===== src/design/ising_pkg.sv =====
// sizes of the Ising core
// spin, energy, weight and bias types
// candidate struct and flip manager states

package ising_pkg;

    localparam int NUM_SPIN    = 16;
    localparam int BITJ        = 4;
    localparam int SCALING_BIT = 4;
    localparam int PARALLELISM = 4;

    // one J word carries PARALLELISM rows
    localparam int J_DEPTH  = NUM_SPIN / PARALLELISM;
    localparam int J_ADDR_W = $clog2(J_DEPTH);

    localparam int ENERGY_W = 32;

    localparam int FLIP_DEPTH  = 64;
    localparam int FLIP_ADDR_W = $clog2(FLIP_DEPTH);

    // bit 1 is spin +1, bit 0 is spin -1
    typedef logic [NUM_SPIN-1:0] spin_t;

    typedef logic signed [ENERGY_W-1:0] energy_t;

    // one signed coupling or bias value
    typedef logic signed [BITJ-1:0] coef_t;

    // field j of row i is J_ij
    typedef coef_t [NUM_SPIN-1:0] j_row_t;
    typedef j_row_t [PARALLELISM-1:0] j_word_t;

    typedef coef_t [NUM_SPIN-1:0] h_vec_t;

    typedef struct packed {
        spin_t   spin;
        energy_t energy;
    } cand_t;

    typedef enum logic [2:0] {
        IDLE,
        ISSUE,
        WAIT_ENERGY,
        READ_FLIP,
        DONE
    } fm_state_e;

    // start value of the best energy
    localparam energy_t ENERGY_MAX = {1'b0, {(ENERGY_W-1){1'b1}}};

endpackage


===== src/design/flip_manager.sv =====
// greedy search controller
// start edge detect, candidate issue, energy compare
// flip icon read and best result register

module flip_manager
    import ising_pkg::*;
(
    input  logic                   clk_i,
    input  logic                   rst_i,
    input  logic                   cfg_valid_i,
    input  spin_t                  cfg_spin_i,
    input  logic                   cmpt_en_i,
    input  logic                   en_comparison_i,
    input  logic [FLIP_ADDR_W:0]   flip_count_i,
    output logic                   flip_ren_o,
    output logic [FLIP_ADDR_W-1:0] flip_raddr_o,
    input  spin_t                  flip_rdata_i,
    output logic                   cand_valid_o,
    input  logic                   cand_ready_i,
    output spin_t                  cand_o,
    input  logic                   result_valid_i,
    output logic                   result_ready_o,
    input  cand_t                  result_i,
    output logic                   cmpt_idle_o,
    output logic                   energy_update_o,
    output cand_t                  best_o
);

    fm_state_e            state_q;
    logic                 cmpt_en_q;
    logic                 start;
    logic                 flip_wait_q;
    logic [FLIP_ADDR_W:0] flip_cnt_q;
    logic                 update_q;
    spin_t                cur_q;
    spin_t                cand_q;
    cand_t                best_q;
    logic                 result_hs;
    logic                 accept;
    logic                 flip_load;

    assign start     = cmpt_en_i & ~cmpt_en_q;
    assign result_hs = result_valid_i & result_ready_o;

    // strictly lower energy wins, unless comparison is bypassed
    assign accept = ~en_comparison_i | (result_i.energy < best_q.energy);

    // second cycle of the flip read, icon row is on flip_rdata_i
    assign flip_load = (state_q == READ_FLIP) & flip_wait_q;

    assign cand_valid_o    = state_q == ISSUE;
    assign cand_o          = cand_q;
    assign result_ready_o  = state_q == WAIT_ENERGY;
    assign flip_ren_o      = (state_q == READ_FLIP) & ~flip_wait_q;
    assign flip_raddr_o    = flip_cnt_q[FLIP_ADDR_W-1:0];
    assign cmpt_idle_o     = state_q == IDLE;
    assign energy_update_o = update_q;
    assign best_o          = best_q;

    always_ff @(posedge clk_i) begin
        if (rst_i) begin
            state_q     <= IDLE;
            cmpt_en_q   <= 1'b0;
            flip_wait_q <= 1'b0;
            flip_cnt_q  <= '0;
            update_q    <= 1'b0;
        end else begin
            cmpt_en_q <= cmpt_en_i;
            update_q  <= result_hs & accept;
            case (state_q)
                IDLE: begin
                    if (start) begin
                        state_q    <= ISSUE;
                        flip_cnt_q <= '0;
                    end
                end
                ISSUE: begin
                    if (cand_ready_i) begin
                        state_q <= WAIT_ENERGY;
                    end
                end
                WAIT_ENERGY: begin
                    if (result_valid_i) begin
                        if (flip_cnt_q < flip_count_i) begin
                            state_q <= READ_FLIP;
                        end else begin
                            state_q <= DONE;
                        end
                    end
                end
                READ_FLIP: begin
                    flip_wait_q <= ~flip_wait_q;
                    if (flip_wait_q) begin
                        state_q    <= ISSUE;
                        flip_cnt_q <= flip_cnt_q + (FLIP_ADDR_W+1)'(1);
                    end
                end
                DONE: begin
                    state_q <= IDLE;
                end
                default: begin
                    state_q <= IDLE;
                end
            endcase
        end
    end

    always_ff @(posedge clk_i) begin
        if (state_q == IDLE) begin
            if (start) begin
                best_q.energy <= ENERGY_MAX;
                cand_q        <= cur_q;
            end else if (cfg_valid_i) begin
                cur_q <= cfg_spin_i;
            end
        end
        if (result_hs && accept) begin
            best_q <= result_i;
            cur_q  <= result_i.spin;
        end
        // cur_q already holds any accepted candidate here
        if (flip_load) begin
            cand_q <= cur_q ^ flip_rdata_i;
        end
    end

endmodule


===== config.mk =====
export PLATFORM = sky130hd
export DESIGN_NAME = flip_manager
export DESIGN_NICKNAME = d
export VERILOG_FILES = /design/src/design/ising_pkg.sv /design/src/design/flip_manager.sv
export SDC_FILE = /design/constraint.sdc
export NUM_CORES = 1
export LEC_CHECK = 0
export BUFFER_PORTS_ARGS = -buffer_cell sky130_fd_sc_hd__buf_2
export CAP_MARGIN = 10
export CORE_ASPECT_RATIO = 1.1
export CORE_MARGIN = 2
export CORE_UTILIZATION = 50
export CTS_CLUSTER_SIZE = 28
export DETAILED_ROUTE_END_ITERATION = 10
export GPL_ROUTABILITY_DRIVEN = 0
export PLACE_DENSITY = 0.92
export SYNTH_ARGS = -nofsm -noshare
export SYNTH_HDL_FRONTEND = slang
export SYNTH_SLANG_ARGS = --single-unit

===== constraint.sdc =====
create_clock -name clk_i -period 3.3 [get_ports clk_i]
set_input_delay 0.33 -clock clk_i [delete_from_list [all_inputs] [get_ports clk_i]]
set_output_delay 0.33 -clock clk_i [all_outputs]
set_load 0.02 [all_outputs]

After elaboration in Yosys (flattened, before gate mapping)

Index checks and enable logic that the tools add are counted.

Flip-flop bits (word level): 93
Bits of input ports: 94
Output and inout bits: 75
Word-level logic and storage cells: 62

Add/subtract/negate cells: 1
Magnitude comparators: 2
Eq/ne operators: 8
Muxes and demuxes: 19
Bitwise gates (word level): 10
Reductions and logical operators: 13

Operator list:

| operator                                              | count |
|---|---|
| two-way mux 16 bit                                    | 7 |
| two-way mux 32 bit                                    | 3 |
| less-than comparator 32 bit                           | 1 |
| XOR 16 bit                                            | 1 |
| two-way mux 3 bit                                     | 5 |
| two-way mux 7 bit                                     | 2 |
| one-hot mux 7 bit (2 select lines)                    | 1 |
| one-hot mux 3 bit (4 select lines)                    | 1 |
| nonzero test 2 bit                                    | 6 |
| adder 7 x 1 -> 7 bit, second input constant           | 1 |
| less-than comparator 7 bit                            | 1 |
| equality test 3 x 2 -> 1 bit, second input constant   | 2 |
| inequality test 2 x 1 -> 1 bit, second input constant | 3 |
| AND reduction 3 bit                                   | 2 |
| bitwise AND 1 bit                                     | 5 |
| inequality test 2 bit, second input constant          | 2 |
| AND reduction 2 bit                                   | 2 |
| AND reduction 4 bit                                   | 1 |
| equality test 3 x 1 -> 1 bit, second input constant   | 1 |
| zero test 3 bit                                       | 1 |
| NOT 1 bit                                             | 3 |
| logical AND 1 bit                                     | 1 |
| OR 1 bit                                              | 1 |

Longest topological paths before layout

Gate-level depths: netlist (run 1).

Word-level depth: 5
Mapped depth: 10
Depth with buffers taken out: 9

Least setup slack after synthesis (run 1)

OpenSTA, ideal clock, no wires.

Path type: register to register
From: register best_q (netlist bit best_o[30])
To: register best_q (netlist bit best_o[0]) (enable)
Library setup time: 0.389 ns
Data arrival time: 2.735 ns
Data required time: 2.911 ns
Slack: 0.175 ns
Cell stages (with the launch flop): 11
Buffers on the path: 1
Period minus slack after synthesis: 3.125 ns
Path through: edfxtp_1 -> inv_1 -> ha_1 -> a21oi_1 -> nand2_1 -> a221oi_1 -> nor3b_1 -> o211a_1 -> nand2_2 -> buf_2 -> nand2_1

Cells in the longest elaborated chain, start to end: 5
Elaborated cells between the ends (all ways): 6
Those cells by class: order compare: 1; bitwise: 1; reduce/logical: 4

Ends and longest elaborated chain:

| item                            | line                | RTL |
|---|---|---|
| start, declared                 | flip_manager.sv:37  | `cand_t best_q;` |
| start signal, assigned          | flip_manager.sv:118 | `best_q <= result_i;` |
| less-than comparator 32 bit *   | flip_manager.sv:46  | `assign accept = ~en_comparison_i \| (result_i.energy < best_q.energy);` |
| OR 1 bit *                      | flip_manager.sv:46  |  |
| logical AND 1 bit *             | flip_manager.sv:117 | `if (result_hs && accept) begin` |
| nonzero test 2 bit (no line)    | -                   |  |
| AND reduction 2 bit (no line) * | -                   |  |

Every way passes the cells marked *; elsewhere a longest branch is shown, timed or not.
A chain may end at the register's enable or synchronous reset.

Final worst setup path (run 1)

From: register best_q (netlist bit best_o[31])
To: register cur_q[9] (enable)

Cells in the longest elaborated chain, start to end: 5
Elaborated cells between the ends (all ways): 7
Those cells by class: order compare: 1; eq/ne: 1; bitwise: 1; reduce/logical: 4

Ends and longest elaborated chain:

| item                                                                           | line                | RTL |
|---|---|---|
| less-than comparator 32 bit *                                                  | flip_manager.sv:46  |  |
| OR 1 bit *                                                                     | flip_manager.sv:46  |  |
| logical AND 1 bit *                                                            | flip_manager.sv:117 |  |
| inequality test 2 x 1 -> 1 bit (no line) or nonzero test 2 bit (tied branches) | -                   |  |
| AND reduction 3 bit (no line) *                                                | -                   |  |
| end signal, assigned                                                           | flip_manager.sv:114 | `cur_q <= cfg_spin_i;` |
| end signal, assigned                                                           | flip_manager.sv:119 | `cur_q <= result_i.spin;` |
| end, declared                                                                  | flip_manager.sv:35  | `spin_t cur_q;` |

Marks and branches as above.

==> results.cfg, run 1 <==
[timing]
fmax_mhz = 340
fin_setup_tns_ns = 0
hold_viol = 0
period_needed_ns = 2.94
finalSetupViolCount = 0
fin_crit_sh = 0.892
slew_headroom = 0.633
rsz0062_at_grt = false
slew_violations = 0
worst_pin_slew_ns = 0.550
finClkSkew_ns = 0.00575

[clock_tree]
cts.sinks = 93
cts_hold_buf = 0
postCtsSetupRepairBufs = 0
cts-buffers-inserted = 9
clockBufferDepth = 2
clk_transition_reported_paths_ns = 0.09
clock_latency_ns = 0.36
htreeDepth = 3
clock-root-buffer = clkbuf_8
cts_resized = 0
cts_tree = built

[die]
pin_count = 169
row_count = 37
dieArea_um2 = 10300
start_util = 0.509
die_h_um = 106
die_w_um = 96.8
core-area_um2 = 9310

[synthesis]
synthCells = 383
syn_area_um2 = 4740
yosysWarnings = 0
synth_top_flop_cell = edfxtp_1
ys_ff_latch = 93
syn-num-nets = 515
synth_edf_count = 80
synth.avg_cell_area_um2 = 12.4
ys_seq_area_frac = 0.562
ys_types = 49
async_flop_share = 0

[drt]
drt_first_pass_iters = 4
dr.first_iter.drc_count = 207
wire_per_inst_um = 16.3
drc_errors = 0
finalWirelength_mm = 11.1
ant_nets = 0
num_vias = 3571
viasPerCell = 5.26

[worst_setup_path]
arrival_ns = 3.00
critPathLaunchType = register
cp-end-kind = register
worstPathRequired_ns = 3.35
worstPathMaxFanout = 16
startpoint = best_o[31]
r2r-start = best_o[31]
crit_type = reg2reg

[grt]
grt_max_degree = 33
antenna_found_initial = 0
grt_use_total = 0.215
grt_first_pass_wirelength_mm = 17.4
first_global_vias = 3602
grt-ovfl-total = 0

[outcome]
outcome = finished, final reports clean

[cells_and_area]
n_antenna_cell = 0
postLayoutCoreUtil = 0.635
drive_gt1_frac = 0.434
fin_nets = 689
syn_to_final_growth_pct = 24.7

[hold_path]
hold_class = in2reg
min_from = result_i[36]

[run]
drv_cap = 0

[placed_design]
dp_hpwl_mm = 8.68
port_buffers = 168

[power]
powerDensity_nw_per_um2 = 550
p_leak_nw = 2.73
vdd_drop_max_uv = 303
==> power by group <==
part / switching, mW / total (mW) / internal (mW)
Clock: 0.408 / 0.777 / 0.369
Combinational: 0.545 / 0.871 / 0.326
Sequential: 0.0707 / 1.60 / 1.53
==> path summary, 6_finish.rpt <==
| path | end | slack (ns) | cells after the start |
|---|---|---|---|
| hold reg to reg | flip_cnt_q[1] | 0.53 | 2 |
| setup reg to reg | cur_q[9] | 0.36 | 11 |
| setup / recovery | cur_q[9] | 0.36 | 11 |
| hold / removal | best_o[36] | 0.16 | 1 |
==> kinds of logic after synthesis <==
| group | after synthesis | synth area share |
|---|---|---|
| buf+inv | 58 | 0.0550 |
| simple gates | 112 | 0.128 |
| flops | 93 | 0.562 |
| fa+ha+maj | 38 | 0.100 |
| mux | 17 | 0.0520 |
| xor+xnor | 22 | 0.0407 |
| compound gates | 43 | 0.0616 |
==> layout make-up <==
type,count,area (µm²)
clock inverters,5,36.3
clock buffers,11,174
well taps,117,146
inverters,44,165
multi-input cells,232,1810
fillers,707,3400
flip-flops and latches,93,2660
repair buffers,177,908
==> cell usage after synthesis, types with 5 or more instances <==
cell type  number  share of area
dfxtp_1        13          0.055
edfxtp_1       80           0.51
nand2_1        26          0.021
nand4_1         5         0.0066
a21oi_1        16          0.017
ha_1           38           0.10
buf_4           6         0.0095
mux2_4         15          0.048
or2_2          29          0.038
nor2_1         17          0.013
inv_1          44          0.035
o21ai_0         9         0.0095
nand3_1         7         0.0074
xnor2_1        19          0.035
==> sequential cells by signal (all words and copies together), names as in the netlist <==
register	cells
flip_cnt_q	7
cur_q	16
state_q	3
cand_o	16
best_o	48
energy_update_o	1
flip_wait_q	1
cmpt_en_q	1
==> cells in the final DEF, fill, tap and decap left out, drive strengths merged, types with 2 or more instances in the layout <==
| cell | Yosys | final |
|---|---|---|
| a21o | 4 | 4 |
| and2 | 2 | 2 |
| or2 | 31 | 31 |
| nand4 | 6 | 6 |
| nor3 | 4 | 4 |
| o21ai | 9 | 9 |
| xor2 | 3 | 3 |
| nand3 | 7 | 7 |
| nand2 | 27 | 27 |
| a21oi | 16 | 16 |
| xnor2 | 19 | 19 |
| nor2b | 3 | 3 |
| clkinv | 0 | 2 |
| nor2 | 17 | 17 |
| buf | 10 | 177 |
| edfxtp | 80 | 80 |
| nor4 | 2 | 2 |
| o21a | 3 | 3 |
| o211ai | 2 | 2 |
| nand2b | 5 | 5 |
| ha | 38 | 38 |
| clkbuf | 4 | 11 |
| inv | 44 | 46 |
| and4 | 2 | 2 |
| mux2 | 16 | 16 |
| dfxtp | 13 | 13 |
==> metal layers <==
metal	vias to the layer above	share of wire	global-route usage
met2	151	0.51	0.378
met1	1701	0.39	0.249
met3	35	0.057	0.0388
li1	1684	-	-
met5	-	0	0
met4	0	0.037	0.114
==> through the flow <==
stage	setup WS, ns	hold WS, ns	total power, mW	area (µm²)	std cells
2_1_floorplan	0.175	0.429	2.18	4740	383
3_3_place_gp	0.474	0.499	2.46	5700	663
3_5_place_dp	0.350	0.521	2.50	5700	663
4_1_cts	0.378	0.142	3.27	5910	679
5_1_grt	0.175	0.149	3.39	5910	679
6_report	0.357	0.162	3.25	5910	679
==> worst max-delay path, stage by stage, from the launching register on <==
cell and delay, ns:
edfxtp_1 0.43, inv_1 0.09, ha_1 0.28, nand4_2 0.15
nor3_1 0.07, a221oi_1 0.26, nor3b_1 0.37, o211a_1 0.25
nand2_2 0.16, buf_4 0.24, o21ai_1 0.09, buf_4 0.25
Note: power is estimated with default switching activity, not from simulation.
==> inputs of run 2 (changes only) <==
PLACE_DENSITY = default   (was 0.92)
PLACE_DENSITY_LB_ADDON = 0.3   (was default)
==> results.cfg, run 2 (same netlist as run 1, synthesis figures left out) <==
[outcome]
outcome = finished, final reports clean

[worst_setup_path]
cp-end-kind = register
worstPathRequired_ns = 3.41
crit_type = reg2reg
worstPathMaxFanout = 25
arrival_ns = 3.05
critPathLaunchType = register

[placed_design]
dp_hpwl_mm = 8.18
placedCellCount = 661
port_buffers = 168
dp_slack_ns = 0.290

[timing]
rsz0062_at_grt = false
slew_headroom = 0.430
fmax_mhz = 340
fin_setup_tns_ns = 0
hold_viol = 0
fin_crit_sh = 0.891
finalSetupViolCount = 0
setup_slack_ns = 0.358
slew_violations = 0
worst_pin_slew_ns = 0.855
finClkSkew_ns = 0.0194
period_needed_ns = 2.94

[die]
dieArea_um2 = 10300
die_h_um = 106
core-area_um2 = 9310
start_util = 0.509
row_count = 37
die_w_um = 96.8
pin_count = 169

[clock_tree]
cts_tree = built
postCtsSetupRepairBufs = 0
clockBufferDepth = 2
clock_latency_ns = 0.37
cts.sinks = 93
clock-root-buffer = clkbuf_8
cts_resized = 0
htreeDepth = 3
clk_transition_reported_paths_ns = 0.12
cts-buffers-inserted = 9
cts_hold_buf = 0

[power]
vdd_drop_max_uv = 271
powerDensity_nw_per_um2 = 547
p_leak_nw = 2.72

[cells_and_area]
drive_gt1_frac = 0.434
final_common_cell = buf_2
largest_reg_flops = 48
fin_nets = 687
final_cell_mix = 168 x buf_2, 80 x edfxtp_1, 44 x inv_1
postLayoutCoreUtil = 0.636
syn_to_final_growth_pct = 24.9
stdcell_count = 678

[grt]
grt_use_total = 0.199
antenna_found_initial = 2
grt_max_degree = 33
first_global_vias = 3477
grt-ovfl-total = 0
grt_first_pass_wirelength_mm = 16.1

[drt]
viasPerCell = 5.02
highest_layer = met5
wl_met2_mm = 5.38
num_vias = 3403
wl_met1_mm = 4.06
wl_met3_um = 636
ant_nets = 0
drt_first_pass_iters = 5
dr.first_iter.drc_count = 92
finalWirelength_mm = 10.4
wire_per_inst_um = 15.3
drc_errors = 0

[run]
drv_cap = 0

[hold_path]
hold_class = in2reg
run 2: final cells by class:
type	instances	area, µm²
diodes	1	2.50
clock buffers	9	124
clock inverters	7	80.1
fillers	776	3390
inverters	44	165
multi-input cells	232	1820
flip-flops and latches	93	2660
well taps	117	146
repair buffers	175	918
run 2: final timing paths:
| check | from | end | slack [ns] | depth (start not counted) |
|---|---|---|---|---|
| setup / recovery | best_o[19] | best_o[5] | 0.36 | 10 |
| hold / removal | result_i[35] | best_o[35] | 0.15 | 1 |
| setup reg to reg | best_o[19] | best_o[5] | 0.36 | 10 |
| hold reg to reg | flip_cnt_q[1] | flip_cnt_q[1] | 0.52 | 2 |
run 2: power by group:
part	internal [mW]	switching, mW	leakage, nW
clock network	0.301	0.465	0.0994
registers	1.53	0.0686	0.767
logic	0.336	0.538	1.85
total	2.17	1.07	2.72
run 2: through the flow:
step                power, mW  cell area [µm²]  hold WS, ns
floorplan                2.18             4740        0.429
global placement         2.47             5710        0.499
detailed placement       2.51             5710        0.508
CTS                      3.27             5910        0.135
global route             3.38             5920        0.139
finish                   3.24             5920        0.146
run 2: critical path: stages, from the launching register on:
cell and delay, ns:
edfxtp_1 0.41, inv_1 0.08, ha_1 0.24, a21oi_1 0.14, o21ai_0 0.12, a221oi_1 0.24
nor3b_1 0.35, o211a_1 0.25, nand2_2 0.25, buf_4 0.31, or2_2 0.29
run 2: layer usage:
| layer | vias to the layer above | global-route usage |
|---|---|---|
| met5 | - | 0 |
| met1 | 1593 | 0.222 |
| li1 | 1687 | - |
| met2 | 101 | 0.353 |
| met4 | 2 | 0.0915 |
| met3 | 20 | 0.0559 |
