`config.mk`:
```
export PLATFORM = sky130hd
export DESIGN_NAME = weight_fetch
export DESIGN_NICKNAME = d
export VERILOG_FILES = /design/src/design/ising_pkg.sv /design/src/design/weight_fetch.sv
export SDC_FILE = /design/constraint.sdc
export NUM_CORES = 1
export LEC_CHECK = 0
export ABC_CLOCK_PERIOD_IN_PS = 16260
export BUFFER_PORTS_ARGS = -buffer_cell sky130_fd_sc_hd__buf_2
export CAP_MARGIN = 20
export CORE_AREA = 2 2 200 202
export CTS_CLUSTER_DIAMETER = 60
export DETAILED_ROUTE_END_ITERATION = 6
export DIE_AREA = 0 0 202 204
export PLACE_DENSITY = 0.73
export SYNTH_ARGS = -nofsm -noshare
export SYNTH_HDL_FRONTEND = slang
export SYNTH_SLANG_ARGS = --single-unit
```
`constraint.sdc`:
```
create_clock -name clk_i -period 16.26 [get_ports clk_i]
set_input_delay 3.252 -clock clk_i [delete_from_list [all_inputs] [get_ports clk_i]]
set_output_delay 3.252 -clock clk_i [all_outputs]
set_load 0.005 [all_outputs]
```
`src/design/ising_pkg.sv`:
```
// sizes of the Ising core
// spin, energy, weight and bias types
// candidate struct and flip manager states

package ising_pkg;

    localparam int NUM_SPIN    = 16;
    localparam int BITJ        = 4;
    localparam int SCALING_BIT = 4;
    localparam int PARALLELISM = 4;

    // one J word carries PARALLELISM rows
    localparam int J_DEPTH  = NUM_SPIN / PARALLELISM;
    localparam int J_ADDR_W = $clog2(J_DEPTH);

    localparam int ENERGY_W = 32;

    localparam int FLIP_DEPTH  = 64;
    localparam int FLIP_ADDR_W = $clog2(FLIP_DEPTH);

    // bit 1 is spin +1, bit 0 is spin -1
    typedef logic [NUM_SPIN-1:0] spin_t;

    typedef logic signed [ENERGY_W-1:0] energy_t;

    // one signed coupling or bias value
    typedef logic signed [BITJ-1:0] coef_t;

    // field j of row i is J_ij
    typedef coef_t [NUM_SPIN-1:0] j_row_t;
    typedef j_row_t [PARALLELISM-1:0] j_word_t;

    typedef coef_t [NUM_SPIN-1:0] h_vec_t;

    typedef struct packed {
        spin_t   spin;
        energy_t energy;
    } cand_t;

    typedef enum logic [2:0] {
        IDLE,
        ISSUE,
        WAIT_ENERGY,
        READ_FLIP,
        DONE
    } fm_state_e;

    // start value of the best energy
    localparam energy_t ENERGY_MAX = {1'b0, {(ENERGY_W-1){1'b1}}};

endpackage

```
`src/design/weight_fetch.sv`:
```
// J weight reader for the energy monitor
// cyclic read address counter and read-valid tracking
// two-entry prefetch FIFO with valid/ready output

module weight_fetch
    import ising_pkg::*;
(
    input  logic                clk_i,
    input  logic                rst_i,
    output logic                j_ren_o,
    output logic [J_ADDR_W-1:0] j_raddr_o,
    input  j_word_t             j_rdata_i,
    output logic                word_valid_o,
    input  logic                word_ready_i,
    output j_word_t             word_o
);

    logic                ren_q;
    logic                rvalid_q;
    logic [J_ADDR_W-1:0] addr_q;
    logic [1:0]          count_q;
    logic                wr_ptr_q;
    logic                rd_ptr_q;
    logic                pop;
    logic [2:0]          pending;
    logic                ren_d;
    j_word_t             fifo_q [2];

    assign pop = word_valid_o & word_ready_i;

    // stored words plus reads still on their way, after this cycle's pop
    assign pending = {1'b0, count_q} + {2'b00, rvalid_q} + {2'b00, ren_q} - {2'b00, pop};
    assign ren_d   = pending < 3'd2;

    assign j_ren_o      = ren_q;
    assign j_raddr_o    = addr_q;
    assign word_valid_o = count_q != 2'd0;
    assign word_o       = fifo_q[rd_ptr_q];

    always_ff @(posedge clk_i) begin
        if (rst_i) begin
            ren_q    <= 1'b0;
            rvalid_q <= 1'b0;
            addr_q   <= '0;
            count_q  <= 2'd0;
            wr_ptr_q <= 1'b0;
            rd_ptr_q <= 1'b0;
        end else begin
            ren_q    <= ren_d;
            rvalid_q <= ren_q;
            // wraps after the last word
            if (ren_q) begin
                if (addr_q == J_ADDR_W'(J_DEPTH - 1)) begin
                    addr_q <= '0;
                end else begin
                    addr_q <= addr_q + J_ADDR_W'(1);
                end
            end
            if (rvalid_q) begin
                wr_ptr_q <= ~wr_ptr_q;
            end
            if (pop) begin
                rd_ptr_q <= ~rd_ptr_q;
            end
            count_q <= count_q + {1'b0, rvalid_q} - {1'b0, pop};
        end
    end

    // read data lands one cycle after ren
    always_ff @(posedge clk_i) begin
        if (rvalid_q) begin
            fifo_q[wr_ptr_q] <= j_rdata_i;
        end
    end

endmodule

```
## Yosys cells after proc, flatten, opt, wreduce, memory -nomap -nowiden

Memory sizes are Yosys's and may differ from the RTL's. A register that Yosys moved wholly into a read port is not among the register bits.
Cells that the tools add are included.

| word-level totals | value |
|---|---|
| flip-flop bits (word level) | 8 |
| latch bits | 0 |
| RAM bits | 512 |
| memory bits (read-only) | 0 |
| logic and storage cells | 24 |
| memories | 1 |

Memory list:

| name | depth | width | rd ports | clocked after Yosys merged registers in | wr ports | line | source |
|---|---|---|---|---|---|---|---|
| fifo_q | 2 | 256 | 1 | 1 | 1 | weight_fetch.sv:27 | `j_word_t fifo_q [2];` |

| cells by class | value |
|---|---|
| add/subtract/negate cells | 6 |
| multiply operators | 0 |
| div/mod/pow operators | 0 |
| $lt $le $gt $ge | 1 |
| equality and inequality tests | 1 |
| shift-type cells | 0 |
| multiplexer cells | 5 |
| bitwise operators | 3 |
| reductions and logical operators | 1 |

Operators by type and width:

| cell | number |
|---|---|
| 1-bit 2-to-1 mux | 4 |
| 2-bit by 1-bit adder with 3-bit output | 1 |
| 3-bit by 1-bit adder with 3-bit output | 1 |
| 3-bit by 2-bit less-than comparator with 1-bit output (second input constant) | 1 |
| 3-bit by 1-bit subtractor with 3-bit output | 1 |
| 2-bit by 1-bit adder with 2-bit output | 1 |
| 2-bit by 1-bit adder with 2-bit output (second input constant) | 1 |
| 2-bit == test (second input constant) | 1 |
| 2-bit 2-to-1 mux | 1 |
| 1-bit inverter | 2 |
| 2-bit nonzero test | 1 |
| 2-bit by 1-bit subtractor with 2-bit output | 1 |
| 1-bit bitwise AND | 1 |

## Depth between registers and ports, before layout

Gate-level depths: netlist of run 1.

| logic depth | value |
|---|---|
| depth after elaboration | 4 |
| gate-level depth with buffers | 8 |
| gate-level depth less buffers | 8 |

## Worst setup path before layout of run 1

Ideal clock, no wire load.

| path | value |
|---|---|
| path type | register -> register |
| start | register rvalid_q |
| end | memory fifo_q[0][0] in the netlist's numbering, enable pin |
| library setup time | 0.879 ns |
| arrival time | 11.070 ns |
| data required time | 15.381 ns |
| slack | 4.311 ns |
| stages on the path, launching flop included | 3 |
| path buffers | 0 |
| period minus slack after synthesis | 11.949 ns |
| cells stage by stage | dfxtp_1 -> inv_1 -> nor2_1 |

| on the way | value |
|---|---|
| longest elaborated chain between the ends | 2 |

RTL lines:

| item | line | source |
|---|---|---|
| start: declaration | weight_fetch.sv:19 | `logic rvalid_q;` |
| start signal: assignment | weight_fetch.sv:50 | `rvalid_q <= ren_q;` |
| 1-bit 2-to-1 mux | weight_fetch.sv:71 | `if (rvalid_q) begin` |
| 1-bit 2-to-1 mux (implied by the code) | weight_fetch.sv:72 | `fifo_q[wr_ptr_q] <= j_rdata_i;` |
| end: declaration | weight_fetch.sv:27 |  |

Every way passes these cells.

==> flow_metrics.tcl, run 1 <==
set metrics [dict create \
    post_synth_num_cell_types 23 \
    final_layout_size_suffix_gt1_share_pct 60.5 \
    required_ps 13010 \
    timing.critical_path.from_type "register" \
    unrepaired_setup_endpoints_after_global_routing "no" \
    cpLargestDelayFamily "buffers and inverters" \
    tritoncts "built" \
    cp_data_arrival_time_ps 3540 \
    std_cell_rows 73 \
    port_buffers 518 \
    outcome "completed" \
    vdd_ir_drop_max_uv 142 \
    worstPathCellList "buf_4 -> buf_4 -> mux2_2 -> buf_2" \
    fp.dieH_um 204 \
    cpMostUsedCell "sky130_fd_sc_hd__buf_4" \
    worst-path-max-fanout 73 \
    detailroute.via_count 9936 \
    timing.slew.headroom_pct 26.4 \
    tightest_slew_ps 1100 \
    gp_congestion 0.857 \
    max-clock-path-buffers 3 \
    synth_top_cells_by_area "sky130_fd_sc_hd__edfxtp_1 81%, sky130_fd_sc_hd__mux2_2 15%, sky130_fd_sc_hd__buf_6 1.5%" \
    power.density_cell_area_mw_per_mm2 148 \
    dpl-instance-area_mm2 0.0220 \
    dr.first_iter.drc_count 671 \
    leakage_uw 0.00875 \
    finalInstanceArea_mm2 0.0238 \
    final.min_clock_period_ps 6790 \
    cpMaxStageDelayCell "sky130_fd_sc_hd__buf_4" \
    critPathCaptureType "output pin" \
    setup_total_negative_slack_ps 0 \
    clock_skew_ps 17.9 \
    netlist_instances 840 \
    critPathMaxStageDelay_ps 810 \
    netlist.area_leader.share_pct 80.9 \
    number_of_cts_inserted_buffers 51 \
    numClockSinks 521 \
    gr-usage-all-layers_pct 19.1 \
    max_cap_viol_count 0 \
    min-delay-path-class "register to register" \
    wl_mm 40.9 \
    finalHoldWorstSlack_ps 555 \
    synth_area_mm2 0.0190 \
    antenna_found_initial 20 \
    fin_crit_sh_pct 41.8 \
    cts-root-buf "sky130_fd_sc_hd__clkbuf_16" \
    floorplan.core_area_mm2 0.0392 \
    cp_num_buf_inv 3 \
    clk_transition_reported_paths_ps 60 \
    ctsHoldBuffers 0 \
    synth-seq-area-share_pct 81.8 \
    total_power_uw 3520 \
    synthToLayoutAreaGrowth_pct 25.3 \
    nets 1657 \
    first_global_vias 10300 \
    die_w_um 202 \
    dp_hpwl_mm 27.5 \
    hold_viol 0 \
    routed_wirelength_normalized_by_instance_count_um 20.7 \
    floorplan.io_pins 519 \
    grt_start_max_net_pins 85 \
    htreeDepth 2 \
    syn_area_per_cell_um2 22.6 \
    critPathKind "register to output pin" \
    ffs_latches_synth 521 \
    globalRouteOverflowTotal 0 \
    drt-pass1-iter-count 5 \
    cts_post_setup_buffers_inserted 0 \
    post_cts_resize_count 0 \
    slew_viol_final 0 \
    drc_errors 0 \
    worst_skew_pair.late_latency_ps 570 \
    effective_utilization_at_floorplan_pct 48.5 \
    drt-vias-per-instance 5.04 \
    die_area_mm2 0.0412 \
    synth-warning-count 0 \
    timing.final.setup_violations 0 \
    synth_top_cell_by_area "sky130_fd_sc_hd__edfxtp_1" \
    achievable_freq_mhz 147 \
    ant_nets 0 \
    wire_length_of_the_first_global_routing_pass_mm 59.2 \
    synth_fp_nets 1105 \
]
-- cells by family (layout without fill, tap and decap cells) --
| family | count (synthesis) | count (layout) | share of synthesized area [%] |
|---|---|---|---|
| xor gates and xnor gates | 3 | 3 | 0.211 |
| other | 0 | 16 | 0 |
| adders and majority gates | 6 | 6 | 0.434 |
| AOI/OAI and AO/OA | 3 | 3 | 0.105 |
| muxes | 259 | 259 | 15.3 |
| and+or+nand+nor | 13 | 13 | 0.355 |
| buffers and inverters | 35 | 627 | 1.74 |
| DFF | 521 | 521 | 81.8 |
-- area by class of cell --
class / count / area [um2]
flip-flops and latches: 521 / 15600
fillers: 2856 / 15400
multi-input cells: 284 / 3140
repair buffers: 528 / 2690
clock buffers: 58 / 1350
well taps: 525 / 657
clock inverters: 35 / 380
diodes: 16 / 40.0
inverters: 6 / 22.5
-- cell usage in the layout, fill, tap and decap left out, types with 8 or more instances in the layout --
master                      instances
sky130_fd_sc_hd__clkinv_2          11
sky130_fd_sc_hd__buf_4              9
sky130_fd_sc_hd__clkbuf_16         53
sky130_fd_sc_hd__mux2_2           258
sky130_fd_sc_hd__edfxtp_1         512
sky130_fd_sc_hd__dfxtp_1            8
sky130_fd_sc_hd__diode_2           16
sky130_fd_sc_hd__bufinv_16          8
sky130_fd_sc_hd__clkinv_1          11
sky130_fd_sc_hd__buf_2            518
-- worst register-to-register path: cells and delay by family, from the launching register on --
| family | cells | cell delay (ps) |
|---|---|---|
| flops | 1 | 390 |
| simple gates | 1 | 700 |
| buf+inv | 3 | 1950 |
-- worst paths after layout --
kind                start             end  slack (ps)  depth (start not counted)
min reg2reg  j_raddr_o[1]    j_raddr_o[1]         560                          2
max reg2reg      rvalid_q  fifo_q[0][106]       12760                          4
max              register      word_o[34]        9470                          4
min          j_raddr_o[1]    j_raddr_o[1]         560                          2
-- stage by stage --
stage               utilization, %  std cells  worst slack [ps]
floorplan                        -        840              4310
global placement              56.2       1863             10170
detailed placement            56.2       1863             10010
CTS                           60.6       1956              9380
global route                  60.8       1970              9230
finish                        60.8       1973              9470
-- report_power, final --
part           internal, uW  leakage, uW  switching, uW
sequential             1630      0.00473           47.3
clock                   720     0.000847            477
combinational           330      0.00318            316
-- state kept, by name, indices dropped and copies added, names as in the netlist, named ones only --
| register | flops |
|---|---|
| fifo_q | 512 |
| count_q | 2 |
| j_raddr_o | 2 |
| j_ren_o | 1 |
| rd_ptr_q | 1 |
| rvalid_q | 1 |
| wr_ptr_q | 1 |
-- layer usage --
metal  up-vias  wire (um)  track usage [%]
met5         -         69                0
met4        10       1850             10.6
met3       116       3790             6.73
met2       437      20800             32.2
met1      4896      14400             21.2
li1       4477          -                -
-- cells in the mapped netlist --
cell type / count
sky130_fd_sc_hd__edfxtp_1: 512
sky130_fd_sc_hd__mux2_2: 258
sky130_fd_sc_hd__buf_6: 26
sky130_fd_sc_hd__dfxtp_1: 9
sky130_fd_sc_hd__inv_1: 6
sky130_fd_sc_hd__ha_1: 5
sky130_fd_sc_hd__nor2_1: 5
sky130_fd_sc_hd__nor2b_1: 3
sky130_fd_sc_hd__xnor2_1: 2
sky130_fd_sc_hd__a21o_1: 1
sky130_fd_sc_hd__a21oi_1: 1
sky130_fd_sc_hd__and2_1: 1
sky130_fd_sc_hd__buf_2: 1
sky130_fd_sc_hd__buf_4: 1
sky130_fd_sc_hd__clkbuf_1: 1
sky130_fd_sc_hd__fa_1: 1
sky130_fd_sc_hd__mux2i_1: 1
sky130_fd_sc_hd__nand2_1: 1
sky130_fd_sc_hd__nand2b_1: 1
sky130_fd_sc_hd__nor3_1: 1
sky130_fd_sc_hd__o21a_1: 1
sky130_fd_sc_hd__or3b_2: 1
sky130_fd_sc_hd__xnor3_1: 1
No activity file was read; power rests on OpenSTA's default activity.
==> inputs of run 2 (changes only) <==
==> config.mk (replaced) <==
export PLATFORM = sky130hd
export DESIGN_NAME = weight_fetch
export DESIGN_NICKNAME = d
export VERILOG_FILES = /design/src/design/ising_pkg.sv /design/src/design/weight_fetch.sv
export SDC_FILE = /design/constraint.sdc
export NUM_CORES = 1
export LEC_CHECK = 0
export ABC_CLOCK_PERIOD_IN_PS = 6200
export BUFFER_PORTS_ARGS = -buffer_cell sky130_fd_sc_hd__buf_2
export CAP_MARGIN = 20
export CORE_UTILIZATION = 47
export CTS_CLUSTER_DIAMETER = 60
export DETAILED_ROUTE_END_ITERATION = 6
export PLACE_DENSITY = 0.74
export SYNTH_ARGS = -nofsm -noshare
export SYNTH_HDL_FRONTEND = slang
export SYNTH_SLANG_ARGS = --single-unit
==> constraint.sdc (replaced) <==
create_clock -name clk_i -period 6.2 [get_ports clk_i]
set_input_delay 1.24 -clock clk_i [delete_from_list [all_inputs] [get_ports clk_i]]
set_output_delay 1.24 -clock clk_i [all_outputs]
set_load 0.005 [all_outputs]
==> run 2 against run 1 <==
Power increased to 2.6 times the previous value. Sequential cell count unchanged. Via count fell by 1.8%. Clock power is 150% higher. Die area increased by 0.13%. Final cell count fell by 0.66%. Clock skew barely moved. Combinational power rose to 2.7 times the previous value. Largest power group unchanged.
==> flow_metrics.tcl, run 2 (same netlist as run 1, synthesis figures left out) <==
set metrics [dict create \
    ctsHoldBuffers 0 \
    tritoncts "built" \
    std_cell_rows 73 \
    gr-usage-all-layers_pct 18.3 \
    globalRouteOverflowTotal 0 \
    cp.depth 3 \
    p_sw_uw 2210 \
    unrepaired_setup_endpoints_after_global_routing "no" \
    wire_length_of_the_first_global_routing_pass_mm 56.6 \
    critPathCaptureType "output pin" \
    worst-path-max-fanout 139 \
    tightest_slew_ps 1040 \
    port_buffers 518 \
    worst_skew_pair.late_latency_ps 570 \
    holdPathStages 2 \
    max_flop_register "fifo_q" \
    cts-root-buf "sky130_fd_sc_hd__clkbuf_16" \
    first_global_vias 10100 \
    power.density_cell_area_mw_per_mm2 382 \
    most-common-layout-cells "518 x sky130_fd_sc_hd__buf_2, 512 x sky130_fd_sc_hd__edfxtp_1, 258 x sky130_fd_sc_hd__mux2_2" \
    cp_num_buf_inv 2 \
    power.sequential.fraction_pct 48.1 \
    dr.first_iter.drc_count 511 \
    fin_crit_sh_pct 56.2 \
    comb_power_share_pct 19.3 \
    htreeDepth 2 \
    leakage_uw 0.00869 \
    routed_wirelength_normalized_by_instance_count_um 20.0 \
    number_of_flip_flops_under_the_largest_register_name 512 \
    die_w_um 203 \
    setup_total_negative_slack_ps 0 \
    critPathKind "register to output pin" \
    floorplan.io_pins 519 \
    clock_skew_ps 17.4 \
    drc_errors 0 \
    finalHoldWorstSlack_ps 535 \
    stdcell_count 1960 \
    drt-vias-per-instance 4.98 \
    numClockSinks 521 \
    final_layout_size_suffix_gt1_share_pct 59.7 \
    antenna_found_initial 7 \
    p_sw_share_pct 24.4 \
    required_ps 4960 \
    cts_post_setup_buffers_inserted 0 \
    slew_viol_final 0 \
    max_cap_viol_count 0 \
    critPathMaxStageDelay_ps 480 \
    ant_nets 0 \
    total_power_uw 9050 \
    layout.core_utilization_pct 59.5 \
    timing.final.setup_violations 0 \
    fp.dieH_um 203 \
    worstPathCellList "buf_12 -> mux2_2 -> buf_2" \
    grt_start_max_net_pins 140 \
    achievable_freq_mhz 287 \
    die_area_mm2 0.0413 \
    internal_power_summed_over_all_cells_uw 6850 \
    drt-pass1-iter-count 4 \
    cpMaxStageDelayCell "sky130_fd_sc_hd__buf_12" \
    outcome "completed" \
    floorplan.core_area_mm2 0.0398 \
    max-clock-path-buffers 3 \
    final.min_clock_period_ps 3490 \
    wl_mm 39.1 \
    rr_worst_depth 4 \
    final_common_cell "sky130_fd_sc_hd__buf_2" \
    min-delay-path-class "register to register" \
    post_cts_resize_count 0 \
    cpLargestDelayFamily "buffers and inverters" \
    vdd_ir_drop_max_uv 281 \
    dp_hpwl_mm 26.0 \
    effective_utilization_at_floorplan_pct 47.7 \
    gp_congestion 0.790 \
    clk_transition_reported_paths_ps 60 \
    timing.critical_path.from_type "register" \
    synthToLayoutAreaGrowth_pct 24.7 \
    placed_cells 1862 \
    nets 1656 \
    pwr-share-clk_pct 32.5 \
    hold_viol 0 \
    cp_data_arrival_time_ps 2250 \
    timing.slew.headroom_pct 30.6 \
    number_of_cts_inserted_buffers 52 \
    detailroute.via_count 9755 \
]
==> run 2: cell count changes in the layout (fill, tap and decap cells not counted) <==
cell / change
sky130_fd_sc_hd__diode_2: -14
sky130_fd_sc_hd__clkbuf_1: +10
sky130_fd_sc_hd__buf_4: -6
sky130_fd_sc_hd__bufinv_16: -5
sky130_fd_sc_hd__clkinv_2: -5
sky130_fd_sc_hd__buf_12: +4
sky130_fd_sc_hd__clkinv_1: +3
sky130_fd_sc_hd__clkinv_8: +2
sky130_fd_sc_hd__clkinvlp_4: -1
sky130_fd_sc_hd__inv_8: -1
==> run 2: worst min-delay path, cell delays in order, from the launching register on <==
cell and delay, ps:
sky130_fd_sc_hd__dfxtp_1 350, sky130_fd_sc_hd__mux2i_1 80, sky130_fd_sc_hd__nor2_1 70
==> run 2: final timing paths <==
kind	startpoint	endpoint	slack (ps)
worst min-delay path	j_raddr_o[1]	j_raddr_o[1]	540
worst max-delay path	register	word_o[112]	2710
worst min register to register	j_raddr_o[1]	j_raddr_o[1]	540
worst max register to register	rvalid_q	fifo_q[0][139]	3710
==> run 2: area by class of cell <==
type	instances	area (um2)
clock inverter	28	230
tap	525	657
timing repair buffer	526	2720
sequential	521	15600
multi-input combinational	284	3140
antenna	2	5.00
clock buffer	68	1380
inverter	6	22.5
fill	2934	16100
==> run 2: power groups by stage <==
stage	Clock (uW)	Sequential, uW	Combinational (uW)
after floorplan	0	4450	1060
after global placement	0	4410	1750
after detailed placement	0	4430	1760
after CTS	3010	4360	1780
after global routing	3140	4390	1890
final	2950	4360	1750
==> run 2: per-stage QoR <==
step | cell area (um2) | setup slack, ps
floorplan | 19000 | 1560
detailed placement | 22100 | 3150
global placement | 22100 | 3210
finish | 23700 | 2710
global route | 23700 | 2660
CTS | 23700 | 2740
==> run 2: metal layers <==
layer / vias to the layer above / track usage, % / share of wire (%)
li1: 4465 / - / -
met1: 4832 / 20.4 / 37
met2: 378 / 31.8 / 52
met3: 70 / 6.68 / 9.2
met4: 10 / 7.36 / 2.5
met5: - / 0 / 0.16
==> inputs of run 3 (changes only) <==
--- a/config.mk
+++ b/config.mk
@@ -5,7 +5,7 @@
 export SDC_FILE = /design/constraint.sdc
 export NUM_CORES = 1
 export LEC_CHECK = 0
-export ABC_CLOCK_PERIOD_IN_PS = 6200
+export ABC_CLOCK_PERIOD_IN_PS = 3050
 export BUFFER_PORTS_ARGS = -buffer_cell sky130_fd_sc_hd__buf_2
 export CAP_MARGIN = 20
 export CORE_UTILIZATION = 47
==> constraint.sdc (replaced) <==
create_clock -name clk_i -period 3.05 [get_ports clk_i]
set_input_delay 0.61 -clock clk_i [delete_from_list [all_inputs] [get_ports clk_i]]
set_output_delay 0.61 -clock clk_i [all_outputs]
set_load 0.005 [all_outputs]
==> run 3 against run 2 <==
Final cell count is 1.2% higher. Largest power group unchanged. Combinational power is 110% higher. Global-route usage is 0.31 points higher. Critical path depth stayed put. Worst hold slack worse by 310 ps. Sequential share of layout area is 0.42 points lower. Core utilization is 0.39 points higher. Largest cell class unchanged.
==> flow_metrics.tcl, run 3 (same netlist as run 1, synthesis figures left out) <==
set metrics [dict create \
    layout.core_utilization_pct 59.9 \
    cp_num_buf_inv 2 \
    die_area_mm2 0.0413 \
    max_flop_register "fifo_q" \
    fp.dieH_um 203 \
    wl_mm 39.7 \
    critPathCaptureType "output pin" \
    unrepaired_setup_endpoints_after_global_routing "no" \
    floorplan.core_area_mm2 0.0398 \
    timing.final.setup_violations 0 \
    achievable_freq_mhz 370 \
    dpl-instance-area_mm2 0.0223 \
    globalRouteOverflowTotal 0 \
    effective_utilization_at_floorplan_pct 47.7 \
    timing.slew.headroom_pct 50.6 \
    tritoncts "built" \
    number_of_flip_flops_under_the_largest_register_name 512 \
    fin_crit_sh_pct 88.6 \
    total_power_uw 18400 \
    dp_hpwl_mm 27.3 \
    layout_setup_ws_ps 349 \
    clock_skew_ps 11.2 \
    hold_viol 0 \
    cpLargestDelayFamily "buffers and inverters" \
    first_global_vias 10400 \
    final_common_cell "sky130_fd_sc_hd__buf_2" \
    leakage_uw 0.00880 \
    min-delay-path-class "input port to register" \
    std_cell_rows 73 \
    number_of_cts_inserted_buffers 51 \
    outcome "completed" \
    routed_wirelength_normalized_by_instance_count_um 20.0 \
    critPathKind "register to output pin" \
    clk_transition_reported_paths_ps 60 \
    dr.first_iter.drc_count 500 \
    slew_viol_final 0 \
    finalInstanceArea_mm2 0.0239 \
    timing.critical_path.from_type "register" \
    drt-pass1-iter-count 4 \
    final.min_clock_period_ps 2700 \
    worst-path-max-fanout 32 \
    die_w_um 203 \
    synthToLayoutAreaGrowth_pct 25.6 \
    tightest_slew_ps 742 \
    antenna_found_initial 14 \
    drc_errors 0 \
    required_ps 2440 \
    max-clock-path-buffers 3 \
    detailroute.via_count 9900 \
    cpMaxStageDelayCell "sky130_fd_sc_hd__dfxtp_4" \
    ant_nets 0 \
    filler_cell_count 2907 \
    power.density_cell_area_mw_per_mm2 769 \
    post-place-ws_ps 639 \
    worst_skew_pair.late_latency_ps 560 \
    drt-vias-per-instance 4.99 \
    numClockSinks 521 \
    gr-usage-all-layers_pct 18.6 \
    most-common-layout-cells "518 x sky130_fd_sc_hd__buf_2, 512 x sky130_fd_sc_hd__edfxtp_1, 258 x sky130_fd_sc_hd__mux2_2" \
    floorplan.io_pins 519 \
    nets 1673 \
    cts-root-buf "sky130_fd_sc_hd__clkbuf_16" \
    final_layout_size_suffix_gt1_share_pct 61.1 \
    critPathMaxStageDelay_ps 520 \
    worstPathCellList "buf_4 -> mux2_2 -> buf_2" \
    grt_start_max_net_pins 89 \
    port_buffers 518 \
    post_cts_resize_count 0 \
    max_cap_viol_count 0 \
    htreeDepth 2 \
    ctsHoldBuffers 0 \
    wire_length_of_the_first_global_routing_pass_mm 57.8 \
    cts_post_setup_buffers_inserted 0 \
    vdd_ir_drop_max_uv 630 \
    cp_data_arrival_time_ps 2090 \
    gp_congestion 0.768 \
]
[run 3: changes by cell type in the layout (fill, tap and decap cells not counted), sizes merged]
cell,before,now
bufinv,3,2
buf,526,544
clkbuf,68,60
inv,6,9
clkinv,24,27
diode,2,10
clkinvlp,1,2
[run 3: routing by layer]
metal	vias up	global-route usage (%)	wire length (um)
met2	397	32.9	20600
met1	4907	19.8	14100
met3	90	6.87	3630
met4	8	8.40	1260
met5	-	0	46
li1	4498	-	-
[run 3: worst reg2reg max path: cells and delay by family, from the launching register on]
kind / cells / cell delay [ps]
adder cells (fa/ha/maj): 3 / 970
AO/OA/AOI/OAI: 2 / 440
flip-flops: 1 / 330
XOR/XNOR: 1 / 160
AND/OR/NAND/NOR: 1 / 60
buffers and inverters: 1 / 40
[run 3: final timing paths]
kind,end,slack [ps],depth (start not counted),startpoint
worst max register to register,j_ren_o,940,8,count_q[0]
worst min-delay path,fifo_q[0][209],220,1,j_rdata_i[209]
worst min register to register,j_raddr_o[0],520,2,j_raddr_o[0]
worst max-delay path,word_o[153],350,3,register
[run 3: layout make-up]
type	instances	area, um2	share of cell area [%]
sequential	521	15600	65.2
clock buffer	60	1350	5.67
inverter	6	22.5	0.0943
antenna	10	25.0	0.105
tap	525	657	2.75
clock inverter	34	230	0.964
timing repair buffer	544	2890	12.1
multi-input combinational	284	3140	13.1
[run 3: where the power goes]
| part | switching (uW) | total, uW | internal, uW |
|---|---|---|---|
| sequential | 193 | 8880 | 8680 |
| clock | 2530 | 5880 | 3350 |
| combinational | 1780 | 3610 | 1830 |
| total | 4510 | 18400 | 13900 |
[run 3: metrics by stage]
| step | setup TNS (ps) | hold WS, ps | std cells |
|---|---|---|---|
| final | 0 | 222 | 1984 |
| after global routing | 0 | 189 | 1982 |
| after CTS | 0 | 176 | 1974 |
| after detailed placement | 0 | 521 | 1880 |
| after global placement | 0 | 487 | 1880 |
| after floorplan | -640140 | 490 | 840 |
